## config.mk

```make
export PLATFORM = sky130hd
export DESIGN_NAME = bus_mem_top
export DESIGN_NICKNAME = d
export VERILOG_FILES = /design/src/hdl/bus_mem_pkg.sv /design/src/hdl/bus_mem_top.sv /design/src/hdl/mem_store.sv /design/src/hdl/dp_ctrl.sv /design/src/hdl/ap_decode.sv /design/src/hdl/ap_queue.sv
export SDC_FILE = /design/constraint.sdc
export NUM_CORES = 2
export LEC_CHECK = 0
export ABC_AREA = 1
export BUFFER_PORTS_ARGS = -buffer_cell sky130_fd_sc_hd__buf_2
export CAP_MARGIN = 40
export CELL_PAD_IN_SITES_DETAIL_PLACEMENT = 0
export CELL_PAD_IN_SITES_GLOBAL_PLACEMENT = 1
export CORE_MARGIN = 1
export CORE_UTILIZATION = 51
export DETAILED_ROUTE_END_ITERATION = 7
export GPL_ROUTABILITY_DRIVEN = 0
export PLACE_DENSITY = 0.87
export SETUP_SLACK_MARGIN = 0.5
export SYNTH_ARGS = -nofsm -noshare
export SYNTH_HDL_FRONTEND = slang
export SYNTH_HIERARCHICAL = 1
export SYNTH_SLANG_ARGS = --single-unit
```

## constraint.sdc

```tcl
create_clock -name clk_i -period 9.4 [get_ports clk_i]
set_input_delay 0.47 -clock clk_i [delete_from_list [all_inputs] [get_ports clk_i]]
set_output_delay 0.47 -clock clk_i [all_outputs]
set_load 0.05 [all_outputs]
```

## src/hdl/bus_mem_pkg.sv

```systemverilog
package bus_mem_pkg;

	// --------------------------------------------------
	// Widths and sizes
	// --------------------------------------------------

	localparam int ADDR_W     = 32;		// Bus address width
	localparam int SIZE_W     = 4;		// Size code width
	localparam int DATA_W     = 64;		// One double word per line
	localparam int LINE_BYTES = 8;		// Bytes per line
	localparam int MEM_LINES  = 16;		// Lines in the store
	localparam int LINE_W     = 4;		// Line index, log2 of MEM_LINES
	localparam int BEAT_W     = 3;		// Holds a beat count up to 4

	// Address phase queue
	localparam int AP_DEPTH   = 4;		// Requests that can wait
	localparam int PTR_W      = 2;		// log2 of AP_DEPTH
	localparam int CNT_W      = 3;		// Count runs 0 to AP_DEPTH inclusive

	// --------------------------------------------------
	// Encodings
	// --------------------------------------------------

	// Supported transfer sizes, anything else is an error
	typedef enum logic [SIZE_W-1:0]
	{
		SIZE_DW1 = 4'd3,		// One double word
		SIZE_DW2 = 4'd8,		// Two double words
		SIZE_DW4 = 4'd9			// Four double words
	} size_code_e;

	typedef enum logic [1:0]
	{
		DP_IDLE      = 2'b00,		// No data phase running
		DP_RD_ACTIVE = 2'b01,		// Read beats or read error cycle
		DP_WR_ACTIVE = 2'b10		// Write beats or write error cycle
	} dp_state_e;

	// --------------------------------------------------
	// Bundles
	// --------------------------------------------------

	// Address phase request as driven by the master
	typedef struct packed
	{
		logic			read;
		logic			write;
		logic [ADDR_W-1:0]	addr;
		logic [SIZE_W-1:0]	size;		// Raw code, may be illegal
	} bus_req_t;

	// Head request after decode
	typedef struct packed
	{
		logic			read;
		logic			write;
		logic			err;		// Bad size or address out of range
		logic [LINE_W-1:0]	line;		// First line of the burst
		logic [BEAT_W-1:0]	beats;		// 1, 2 or 4
	} dp_cmd_t;

	typedef struct packed
	{
		logic			en;
		logic [LINE_W-1:0]	line;
		logic [DATA_W-1:0]	data;
	} mem_wr_t;

endpackage
```

## src/hdl/bus_mem_top.sv

```systemverilog
module bus_mem_top import bus_mem_pkg::*;
(
	input  logic		clk_i,
	input  logic		reset_n_i,

	// Address phase
	input  bus_req_t	req_i,
	output logic		grant_o,

	// Write data
	input  logic		wdata_valid_i,
	input  logic [DATA_W-1:0] wdata_i,

	// Response
	output logic		rdata_valid_o,
	output logic [DATA_W-1:0] rdata_o,
	output logic		error_o
);

	// --------------------------------------------------
	// Internal nets
	// --------------------------------------------------

	bus_req_t		head;		// Queue head
	logic			q_empty;
	logic			pop;		// Head taken by data phase
	dp_cmd_t		cmd;		// Decoded head
	mem_wr_t		mem_wr;
	logic			rd_en;
	logic [LINE_W-1:0]	rd_line;

	ap_queue u_ap_queue
	(
		.clk_i		(clk_i),
		.reset_n_i	(reset_n_i),
		.req_i		(req_i),
		.pop_i		(pop),
		.head_o		(head),
		.empty_o	(q_empty),
		.grant_o	(grant_o)
	);

	ap_decode u_ap_decode
	(
		.head_i		(head),
		.cmd_o		(cmd)
	);

	// One transaction at a time, later ones wait in the queue
	dp_ctrl u_dp_ctrl
	(
		.clk_i		(clk_i),
		.reset_n_i	(reset_n_i),
		.cmd_i		(cmd),
		.empty_i	(q_empty),
		.wdata_valid_i	(wdata_valid_i),
		.wdata_i	(wdata_i),
		.pop_o		(pop),
		.mem_wr_o	(mem_wr),
		.rd_en_o	(rd_en),
		.rd_line_o	(rd_line),
		.rdata_valid_o	(rdata_valid_o),
		.error_o	(error_o)
	);

	mem_store u_mem_store
	(
		.clk_i		(clk_i),
		.reset_n_i	(reset_n_i),
		.wr_i		(mem_wr),
		.rd_en_i	(rd_en),
		.rd_line_i	(rd_line),
		.rdata_o	(rdata_o)
	);

endmodule

```

## src/hdl/mem_store.sv

```systemverilog
module mem_store import bus_mem_pkg::*;
(
	input  logic		clk_i,
	input  logic		reset_n_i,

	// Write port
	input  mem_wr_t		wr_i,

	// Read port, data one edge later
	input  logic		rd_en_i,
	input  logic [LINE_W-1:0] rd_line_i,
	output logic [DATA_W-1:0] rdata_o
);

	// --------------------------------------------------
	// Line store
	// --------------------------------------------------

	logic [MEM_LINES-1:0][DATA_W-1:0] mem_r;	// One double word per line

	// Read samples before the write lands, so a same-edge hit returns old data
	always_ff @(posedge clk_i or negedge reset_n_i)
	begin
		if (!reset_n_i)
		begin
			mem_r   <= '0;		// Store starts cleared
			rdata_o <= '0;
		end
		else
		begin
			if (wr_i.en)
				mem_r[wr_i.line] <= wr_i.data;

			// Hold last read data between beats
			if (rd_en_i)
				rdata_o <= mem_r[rd_line_i];
		end
	end

endmodule

```

## src/hdl/dp_ctrl.sv

```systemverilog
module dp_ctrl import bus_mem_pkg::*;
(
	input  logic		clk_i,
	input  logic		reset_n_i,

	// Decoded head of queue
	input  dp_cmd_t		cmd_i,
	input  logic		empty_i,	// Nothing waiting in the queue

	// Write data from the master
	input  logic		wdata_valid_i,
	input  logic [DATA_W-1:0] wdata_i,

	output logic		pop_o,		// Head loaded at this edge

	// Memory side
	output mem_wr_t		mem_wr_o,
	output logic		rd_en_o,	// Fetch rd_line_o at this edge
	output logic [LINE_W-1:0] rd_line_o,

	// Response strobes
	output logic		rdata_valid_o,
	output logic		error_o
);

	// --------------------------------------------------
	// State
	// --------------------------------------------------

	dp_state_e		state_r;
	dp_state_e		state_n;
	logic [LINE_W-1:0]	line_r;		// Line of the current beat
	logic [LINE_W-1:0]	line_n;
	logic [BEAT_W-1:0]	beats_r;	// Beats left, including the current one
	logic [BEAT_W-1:0]	beats_n;
	logic			err_r;		// Current cycle is an error cycle
	logic			err_n;

	logic			finish;		// Transaction ends at this edge
	logic			load;		// Take the head command at this edge
	logic			wr_beat;	// Write data consumed this cycle

	assign wr_beat = (state_r == DP_WR_ACTIVE) && !err_r && wdata_valid_i;

	// Last beat or error cycle
	always_comb
	begin
		finish = 1'b0;
		if (err_r)
			finish = 1'b1;		// Error lasts one cycle
		else if (state_r == DP_RD_ACTIVE)
			finish = (beats_r == BEAT_W'(1));
		else if (state_r == DP_WR_ACTIVE)
			finish = wdata_valid_i && (beats_r == BEAT_W'(1));
	end

	// Free or finishing, and something to take
	assign load  = !empty_i && ((state_r == DP_IDLE) || finish);
	assign pop_o = load;

	// --------------------------------------------------
	// Next state
	// --------------------------------------------------

	always_comb
	begin
		state_n = state_r;
		line_n  = line_r;
		beats_n = beats_r;
		err_n   = err_r;

		// Step through beats
		if ((state_r == DP_RD_ACTIVE && !err_r) || wr_beat)
		begin
			line_n  = line_r + LINE_W'(1);
			beats_n = beats_r - BEAT_W'(1);
		end

		if (load)
		begin
			// Back to back hand over, no idle cycle
			state_n = cmd_i.read ? DP_RD_ACTIVE : DP_WR_ACTIVE;
			line_n  = cmd_i.line;
			beats_n = cmd_i.beats;
			err_n   = cmd_i.err;
		end
		else if (finish)
		begin
			state_n = DP_IDLE;
			err_n   = 1'b0;
		end
	end

	always_ff @(posedge clk_i or negedge reset_n_i)
	begin
		if (!reset_n_i)
		begin
			state_r <= DP_IDLE;
			line_r  <= '0;
			beats_r <= '0;
			err_r   <= 1'b0;
		end
		else
		begin
			state_r <= state_n;
			line_r  <= line_n;
			beats_r <= beats_n;
			err_r   <= err_n;
		end
	end

	// --------------------------------------------------
	// Memory access
	// --------------------------------------------------

	// Fetch ahead so registered data lines up with the beat
	assign rd_en_o   = (state_n == DP_RD_ACTIVE) && !err_n;
	assign rd_line_o = line_n;

	always_comb
	begin
		mem_wr_o.en   = wr_beat;
		mem_wr_o.line = line_r;
		mem_wr_o.data = wdata_i;
	end

	// Response strobes, also high in a read error cycle
	assign rdata_valid_o = (state_r == DP_RD_ACTIVE);
	assign error_o       = err_r;

endmodule

```

## src/hdl/ap_decode.sv

```systemverilog
module ap_decode import bus_mem_pkg::*;
(
	input  bus_req_t	head_i,		// Head of the address phase queue
	output dp_cmd_t		cmd_o		// Command for the data phase
);

	logic [BEAT_W-1:0]	beats;		// Beats from the size code
	logic			size_err;
	logic			range_err;
	logic [ADDR_W-1:0]	limit;		// Highest legal start address
	logic [ADDR_W-1:0]	line_addr;	// Address in units of lines

	// --------------------------------------------------
	// Size code to beat count
	// --------------------------------------------------

	always_comb
	begin
		beats    = '0;
		size_err = 1'b0;
		case (head_i.size)
			SIZE_DW1: beats = BEAT_W'(1);
			SIZE_DW2: beats = BEAT_W'(2);
			SIZE_DW4: beats = BEAT_W'(4);
			default:  size_err = 1'b1;	// Unsupported size
		endcase
	end

	// --------------------------------------------------
	// Range check and line index
	// --------------------------------------------------

	// Last beat has to land inside the store
	assign limit = ADDR_W'(MEM_LINES * LINE_BYTES) - (ADDR_W'(beats) * ADDR_W'(LINE_BYTES));

	assign range_err = (head_i.addr > limit);
	assign line_addr = head_i.addr / LINE_BYTES;

	always_comb
	begin
		cmd_o.read  = head_i.read;
		cmd_o.write = head_i.write;
		cmd_o.err   = size_err || range_err;
		cmd_o.line  = line_addr[LINE_W-1:0];	// Unused on error
		cmd_o.beats = beats;
	end

endmodule

```

## src/hdl/ap_queue.sv

```systemverilog
module ap_queue import bus_mem_pkg::*;
(
	input  logic		clk_i,
	input  logic		reset_n_i,

	// Address phase from the master
	input  bus_req_t	req_i,
	input  logic		pop_i,		// Head taken by the data phase

	// Towards decode and data phase
	output bus_req_t	head_o,		// Oldest waiting request
	output logic		empty_o,
	output logic		grant_o		// One cycle after each accept
);

	// --------------------------------------------------
	// Storage and pointers
	// --------------------------------------------------

	bus_req_t		entry_r [AP_DEPTH];	// Waiting requests
	logic [PTR_W-1:0]	wptr_r;			// Next free slot
	logic [PTR_W-1:0]	rptr_r;			// Head slot
	logic [CNT_W-1:0]	count_r;		// Number of waiting requests
	logic			push;

	// --------------------------------------------------
	// Accept rule
	// --------------------------------------------------

	// A held request is seen again while grant_o is high, so skip that cycle
	assign push = (req_i.read || req_i.write) && (count_r < CNT_W'(AP_DEPTH)) && !grant_o;

	assign head_o  = entry_r[rptr_r];	// Valid only when not empty
	assign empty_o = (count_r == '0);

	// Slot contents
	always_ff @(posedge clk_i)
	begin
		if (push)
			entry_r[wptr_r] <= req_i;
	end

	// --------------------------------------------------
	// Pointers, count and grant
	// --------------------------------------------------

	always_ff @(posedge clk_i or negedge reset_n_i)
	begin
		if (!reset_n_i)
		begin
			wptr_r  <= '0;
			rptr_r  <= '0;
			count_r <= '0;
			grant_o <= 1'b0;
		end
		else
		begin
			// Pointers wrap by themselves since AP_DEPTH is 2**PTR_W
			if (push)
				wptr_r <= wptr_r + PTR_W'(1);
			if (pop_i)
				rptr_r <= rptr_r + PTR_W'(1);

			case ({push, pop_i})
				2'b10:   count_r <= count_r + CNT_W'(1);	// Push only
				2'b01:   count_r <= count_r - CNT_W'(1);	// Pop only
				default: count_r <= count_r;			// Both or neither
			endcase

			// Pulse for the cycle after the accepting edge
			grant_o <= push;
		end
	end

endmodule

```

## Word-level counts from Yosys, hierarchy flattened

Memory sizes are Yosys's and may differ from the RTL's.
Cells that the tools add are included.

| operators by class | value |
|---|---|
| add/subtract/negate cells | 7 |
| $lt $le $gt $ge | 5 |
| eq/ne operators | 9 |
| mux-type cells | 22 |
| reduce and logical (&&, ||, !) cells | 22 |

Operator list:

| operator | count |
|---|---|
| bitwise mux 1024 bit | 1 |
| binary-select mux 64 bit (select 4 bit) | 1 |
| demux 64 bit (select 4 bit) | 1 |
| two-way mux 64 bit | 2 |
| > comparator 32 bit | 1 |
| < comparator 4 x 5 -> 1 bit (second input constant) | 2 |
| logical AND 1 bit | 9 |
| one-hot mux 3 bit (3 select lines) | 1 |
| subtractor 8 x 6 -> 9 bit (first input constant) | 1 |
| equality test 4 bit (second input constant) | 2 |
| two-way mux 1 bit | 8 |
| two-way mux 4 bit | 2 |
| equality test 2 x 1 -> 1 bit (second input constant) | 3 |
| two-way mux 2 bit | 3 |
| two-way mux 3 bit | 2 |
| one-hot mux 3 bit (2 select lines) | 1 |
| subtractor 3 x 1 -> 3 bit (second input constant) | 2 |
| adder 2 x 1 -> 2 bit (second input constant) | 2 |
| adder 4 x 1 -> 4 bit (second input constant) | 1 |
| equality test 2 bit (second input constant) | 2 |
| equality test 4 x 2 -> 1 bit (second input constant) | 1 |
| greater-or-equal comparator 4 x 1 -> 1 bit (second input constant) | 1 |
| zero test 1 bit | 4 |
| logical OR 1 bit | 4 |
| 7 further kinds | 8 |

| word-level totals | value |
|---|---|
| register bits | 1106 |
| bits in writable memories | 152 |
| input port bits | 105 |
| output and inout bits | 67 |
| memories kept | 1 |

Memories:

| memory | depth | width | read ports | clocked after memory_dff | write ports | RTL line | RTL |
|---|---|---|---|---|---|---|---|
| u_ap_queue.entry_r | 4 | 38 | 1 | 0 | 1 | ap_queue.sv:20 | `bus_req_t entry_r [AP_DEPTH];` |

## Depth between registers and ports, before layout

| depth | value |
|---|---|
| depth after elaboration | 10 |
| mapped depth | 26 |
| gate-level depth less buffers | 24 |

## By module

Netlist, hierarchy kept.

Modules (own cells, without submodules):

| module | times used | cells an instance | area each (sq um) | sequential area each (sq um) |
|---|---|---|---|---|
| mem_store | 1 | 6053 | 48540.3 | 27226.1 |
| ap_queue | 1 | 499 | 6646.4 | 4764.6 |
| dp_ctrl | 1 | 144 | 1116.1 | 250.2 |
| ap_decode | 1 | 72 | 390.4 | 0.0 |

## Worst setup path before layout

Ideal clock, no wire load.

| timing | value |
|---|---|
| kind | register -> register |
| start | reg u_ap_queue.rptr_r[0] |
| end | reg u_mem_store.rdata_o[10] |
| library setup time | 66 ps |
| data arrival time | 3166 ps |
| slack | 6168 ps |
| cell stages (with the launch flop) | 24 |
| buffers on the path | 4 |
| period minus slack after synthesis | 3232 ps |
| cell sequence | dfrtp_1 > buf_6 > buf_2 > o211ai_1 > nand2_1 > nand3b_4 > nor2_1 > inv_1 > ha_1 > ha_1 > inv_1 > ha_1 > nand2_1 > nor2_1 > nand4_1 > nand2_1 > nand2_1 > nand3_1 > nand3_1 > nor2_1 > clkbuf_1 > buf_2 > nand2_1 > nand2_1 |

RTL lines:

| item | RTL line | RTL |
|---|---|---|
| start: declaration | ap_queue.sv:22 | `logic [PTR_W-1:0] rptr_r;` |
| start signal: assignment | ap_queue.sv:62 | `rptr_r <= rptr_r + PTR_W'(1);` |
| end signal: assignment | mem_store.sv:36 | `rdata_o <= mem_r[rd_line_i];` |
| end: declaration | mem_store.sv:12 | `output logic [DATA_W-1:0] rdata_o` |

==> results.cfg <==
[clock_tree]
clkLatencyLatePin_ns = 0.74
cts-root-buf = clkbuf_16
post_cts_buffers = 0
clock-sinks = 1254
clk_pin_slew_worst_paths_ns = 0.06
cts_buffers = 136
htree_num_levels = 4
cts_max_path_buffers = 3
cts_tree = built

[timing]
period_minus_slack_ns = 5.23
tightest_slew_ns = 1.04
skew_ns = 0.0188
fmaxAchievable_ghz = 0.191
finalSetupViolCount = 0
fin_ws_ns = 4.17
slew_headroom_pct = 30.8
period_share_pct = 55.6
maxSlewViolCount = 0
fin_tns_setup_ns = 0
hold_viol = 0
rsz0062_at_grt = no

[floorplanning]
placementRows = 121
dieArea_um2 = 112000
die_width_um = 335
ios = 172
start_util_pct = 51.7
chipHeight_um = 335
core_area_um2 = 109000

[logic_synthesis]
synth_nets = 6877
yosysWarnings = 6
syn_area_um2 = 56500
synth_area_per_cell_um2 = 8.37
synth_cells = 6756

[routing]
wl_um = 156000
viasPerCell = 5.48
vias = 44771
drt-initial-drc-count = 4195
post-route-drc-count = 0
wire_per_inst_um = 19.1
firstDrtPassIters = 6
antenna_left = 0

[setup_path]
worstSetupPathType = flop to flop
critPathCaptureType = flop
required_ns = 10.02
cp_max_fo = 63
cp.arrival_ns = 5.85
cp-start-kind = flop

[global_route]
grtUsageTotal_pct = 28.0
grt_start_max_net_pins = 185
antenna_found_initial = 2
grt_pass1_wl_um = 246000
grt_pass1_vias = 42624
gr-total-overflow = 0

[status]
outcome = finished, final reports clean

[power_and_ir_drop]
p_sw_mw = 11.5
seqPwrFrac_pct = 32.2
internal-power_mw = 14.0
power_mw = 25.5
powerDensity_nw_per_um2 = 409
power_frac_comb_pct = 47.2
swShare_pct = 45.2
ir_drop_mv = 0.637
leakage_nw = 29.5
clock_power_share_pct = 20.6

[placed_design]
post-place-ws_ns = 4.23
placed_area_um2 = 57700
io_buffers = 171
hpwl_um = 83000

[final_layout]
synthToLayoutAreaGrowth_pct = 10.6
drive_above_1_share_pct = 8.13
finalInstanceArea_um2 = 62500
fin_nets = 6710

[run]
maxCapViolCount = 0

[min_path]
hp-class = primary input to flop
[worst max-delay path, cell delays in order, from the launching register on]
cell and delay, ns:
dfrtp_4 0.66, buf_16 0.31, buf_4 0.57, nand2_1 0.12, o211ai_1 0.10, nand2_1 0.10
nand3b_4 0.17, nor2_1 0.15, inv_1 0.06, ha_1 0.19, ha_1 0.28, inv_1 0.04
ha_1 0.28, nand2_1 0.06, nor2_1 0.12, nand4_1 0.10, nand2_1 0.08, nand2_1 0.06
nand3_1 0.11, nand3_1 0.13, nor2_4 0.12, clkinv_2 0.47, buf_4 0.53, nand2_1 0.14
nand2_1 0.06
[state kept, by name, indices dropped and copies added (netlist names)]
signal	cells
u_mem_store/mem_r	1024
u_ap_queue/wptr_r	2
u_dp_ctrl/state_r	2
u_ap_queue/count_r	3
u_ap_queue/rptr_r	2
u_ap_queue/grant_o	1
u_dp_ctrl/line_r	4
u_dp_ctrl/beats_r	3
u_ap_queue/entry_r	148
u_mem_store/rdata_o	64
u_dp_ctrl/error_o	1
[cells in the final DEF, fill, tap and decap left out, drive strengths merged]
| master | n |
|---|---|
| inv | 201 |
| edfxtp | 148 |
| a21oi | 450 |
| dlygate4sd3 | 38 |
| or2 | 1 |
| xnor2 | 3 |
| dfrtp | 1106 |
| clkbuf | 207 |
| nand3b | 1 |
| clkinvlp | 2 |
| o21ai | 579 |
| nor2 | 485 |
| fa | 1 |
| bufinv | 4 |
| diode | 1 |
| nand3 | 790 |
| nor3 | 4 |
| nand4 | 5 |
| xor2 | 5 |
| clkinv | 25 |
| ha | 15 |
| nand2 | 2285 |
| o211ai | 75 |
| buf | 264 |
[final cells by class]
type / count / area (um^2)
Clock inverter: 36 / 330
Fill cell: 10038 / 46800
Multi-Input combinational cell: 4699 / 20800
Inverter: 196 / 762
Clock buffer: 207 / 4070
Antenna cell: 1 / 2.50
Tap cell: 1476 / 1850
Sequential cell: 1254 / 32100
Timing Repair Buffer: 302 / 2530
[layer usage]
| layer | vias up | part of all wire (%) | track usage, % |
|---|---|---|---|
| met1 | 21589 | 45 | 39.9 |
| met2 | 1387 | 46 | 44.2 |
| met3 | 247 | 6.5 | 4.31 |
| met4 | 0 | 2.6 | 8.98 |
| li1 | 21548 | - | - |
| met5 | - | 0 | 0 |
[power groups by stage]
stage	Sequential, mW	Combinational (mW)	Clock, mW
finish	8.22	12.1	5.26
global route	8.44	13.4	5.56
CTS	8.21	12.1	5.36
detailed placement	8.29	12.0	0
global placement	8.28	11.5	0
floorplan	8.36	8.44	0
[path summary, 6_finish.rpt]
path,startpoint,to,slack (ns),cells after the start
max in group asynchronous,reset_n_i,u_mem_store/mem_r[419]$_DFFE_PN0P_,6.73,4
setup reg to reg,u_ap_queue/rptr_r[0]$_DFFE_PN0P_,u_mem_store/rdata_o[51]$_DFFE_PN0P_,4.17,24
hold / removal,req_i[36],u_ap_queue/wptr_r[1]$_DFFE_PN0P_,0.16,5
setup / recovery,u_ap_queue/rptr_r[0]$_DFFE_PN0P_,u_mem_store/rdata_o[51]$_DFFE_PN0P_,4.17,24
hold reg to reg,u_mem_store/rdata_o[58]$_DFFE_PN0P_,u_mem_store/rdata_o[58]$_DFFE_PN0P_,0.48,2
min in group asynchronous,reset_n_i,u_mem_store/mem_r[581]$_DFFE_PN0P_,0.39,2
[stage by stage]
| step | cells | utilization [%] | hold WS (ns) |
|---|---|---|---|
| floorplan | 6756 | - | 0.174 |
| global placement | 7858 | 52.1 | 0.458 |
| detailed placement | 7889 | 52.8 | 0.460 |
| CTS | 8170 | 57.2 | 0.108 |
| global route | 8171 | 57.2 | 0.177 |
| finish | 8171 | 57.2 | 0.160 |
[timing repair]
action / 4_1_cts / 5_1_grt
endpoints found under the hold margin: 254 / 0
resized for setup: 0 / 0
hold buffers: 38 / 0
No activity file was read; power rests on OpenSTA's default activity.
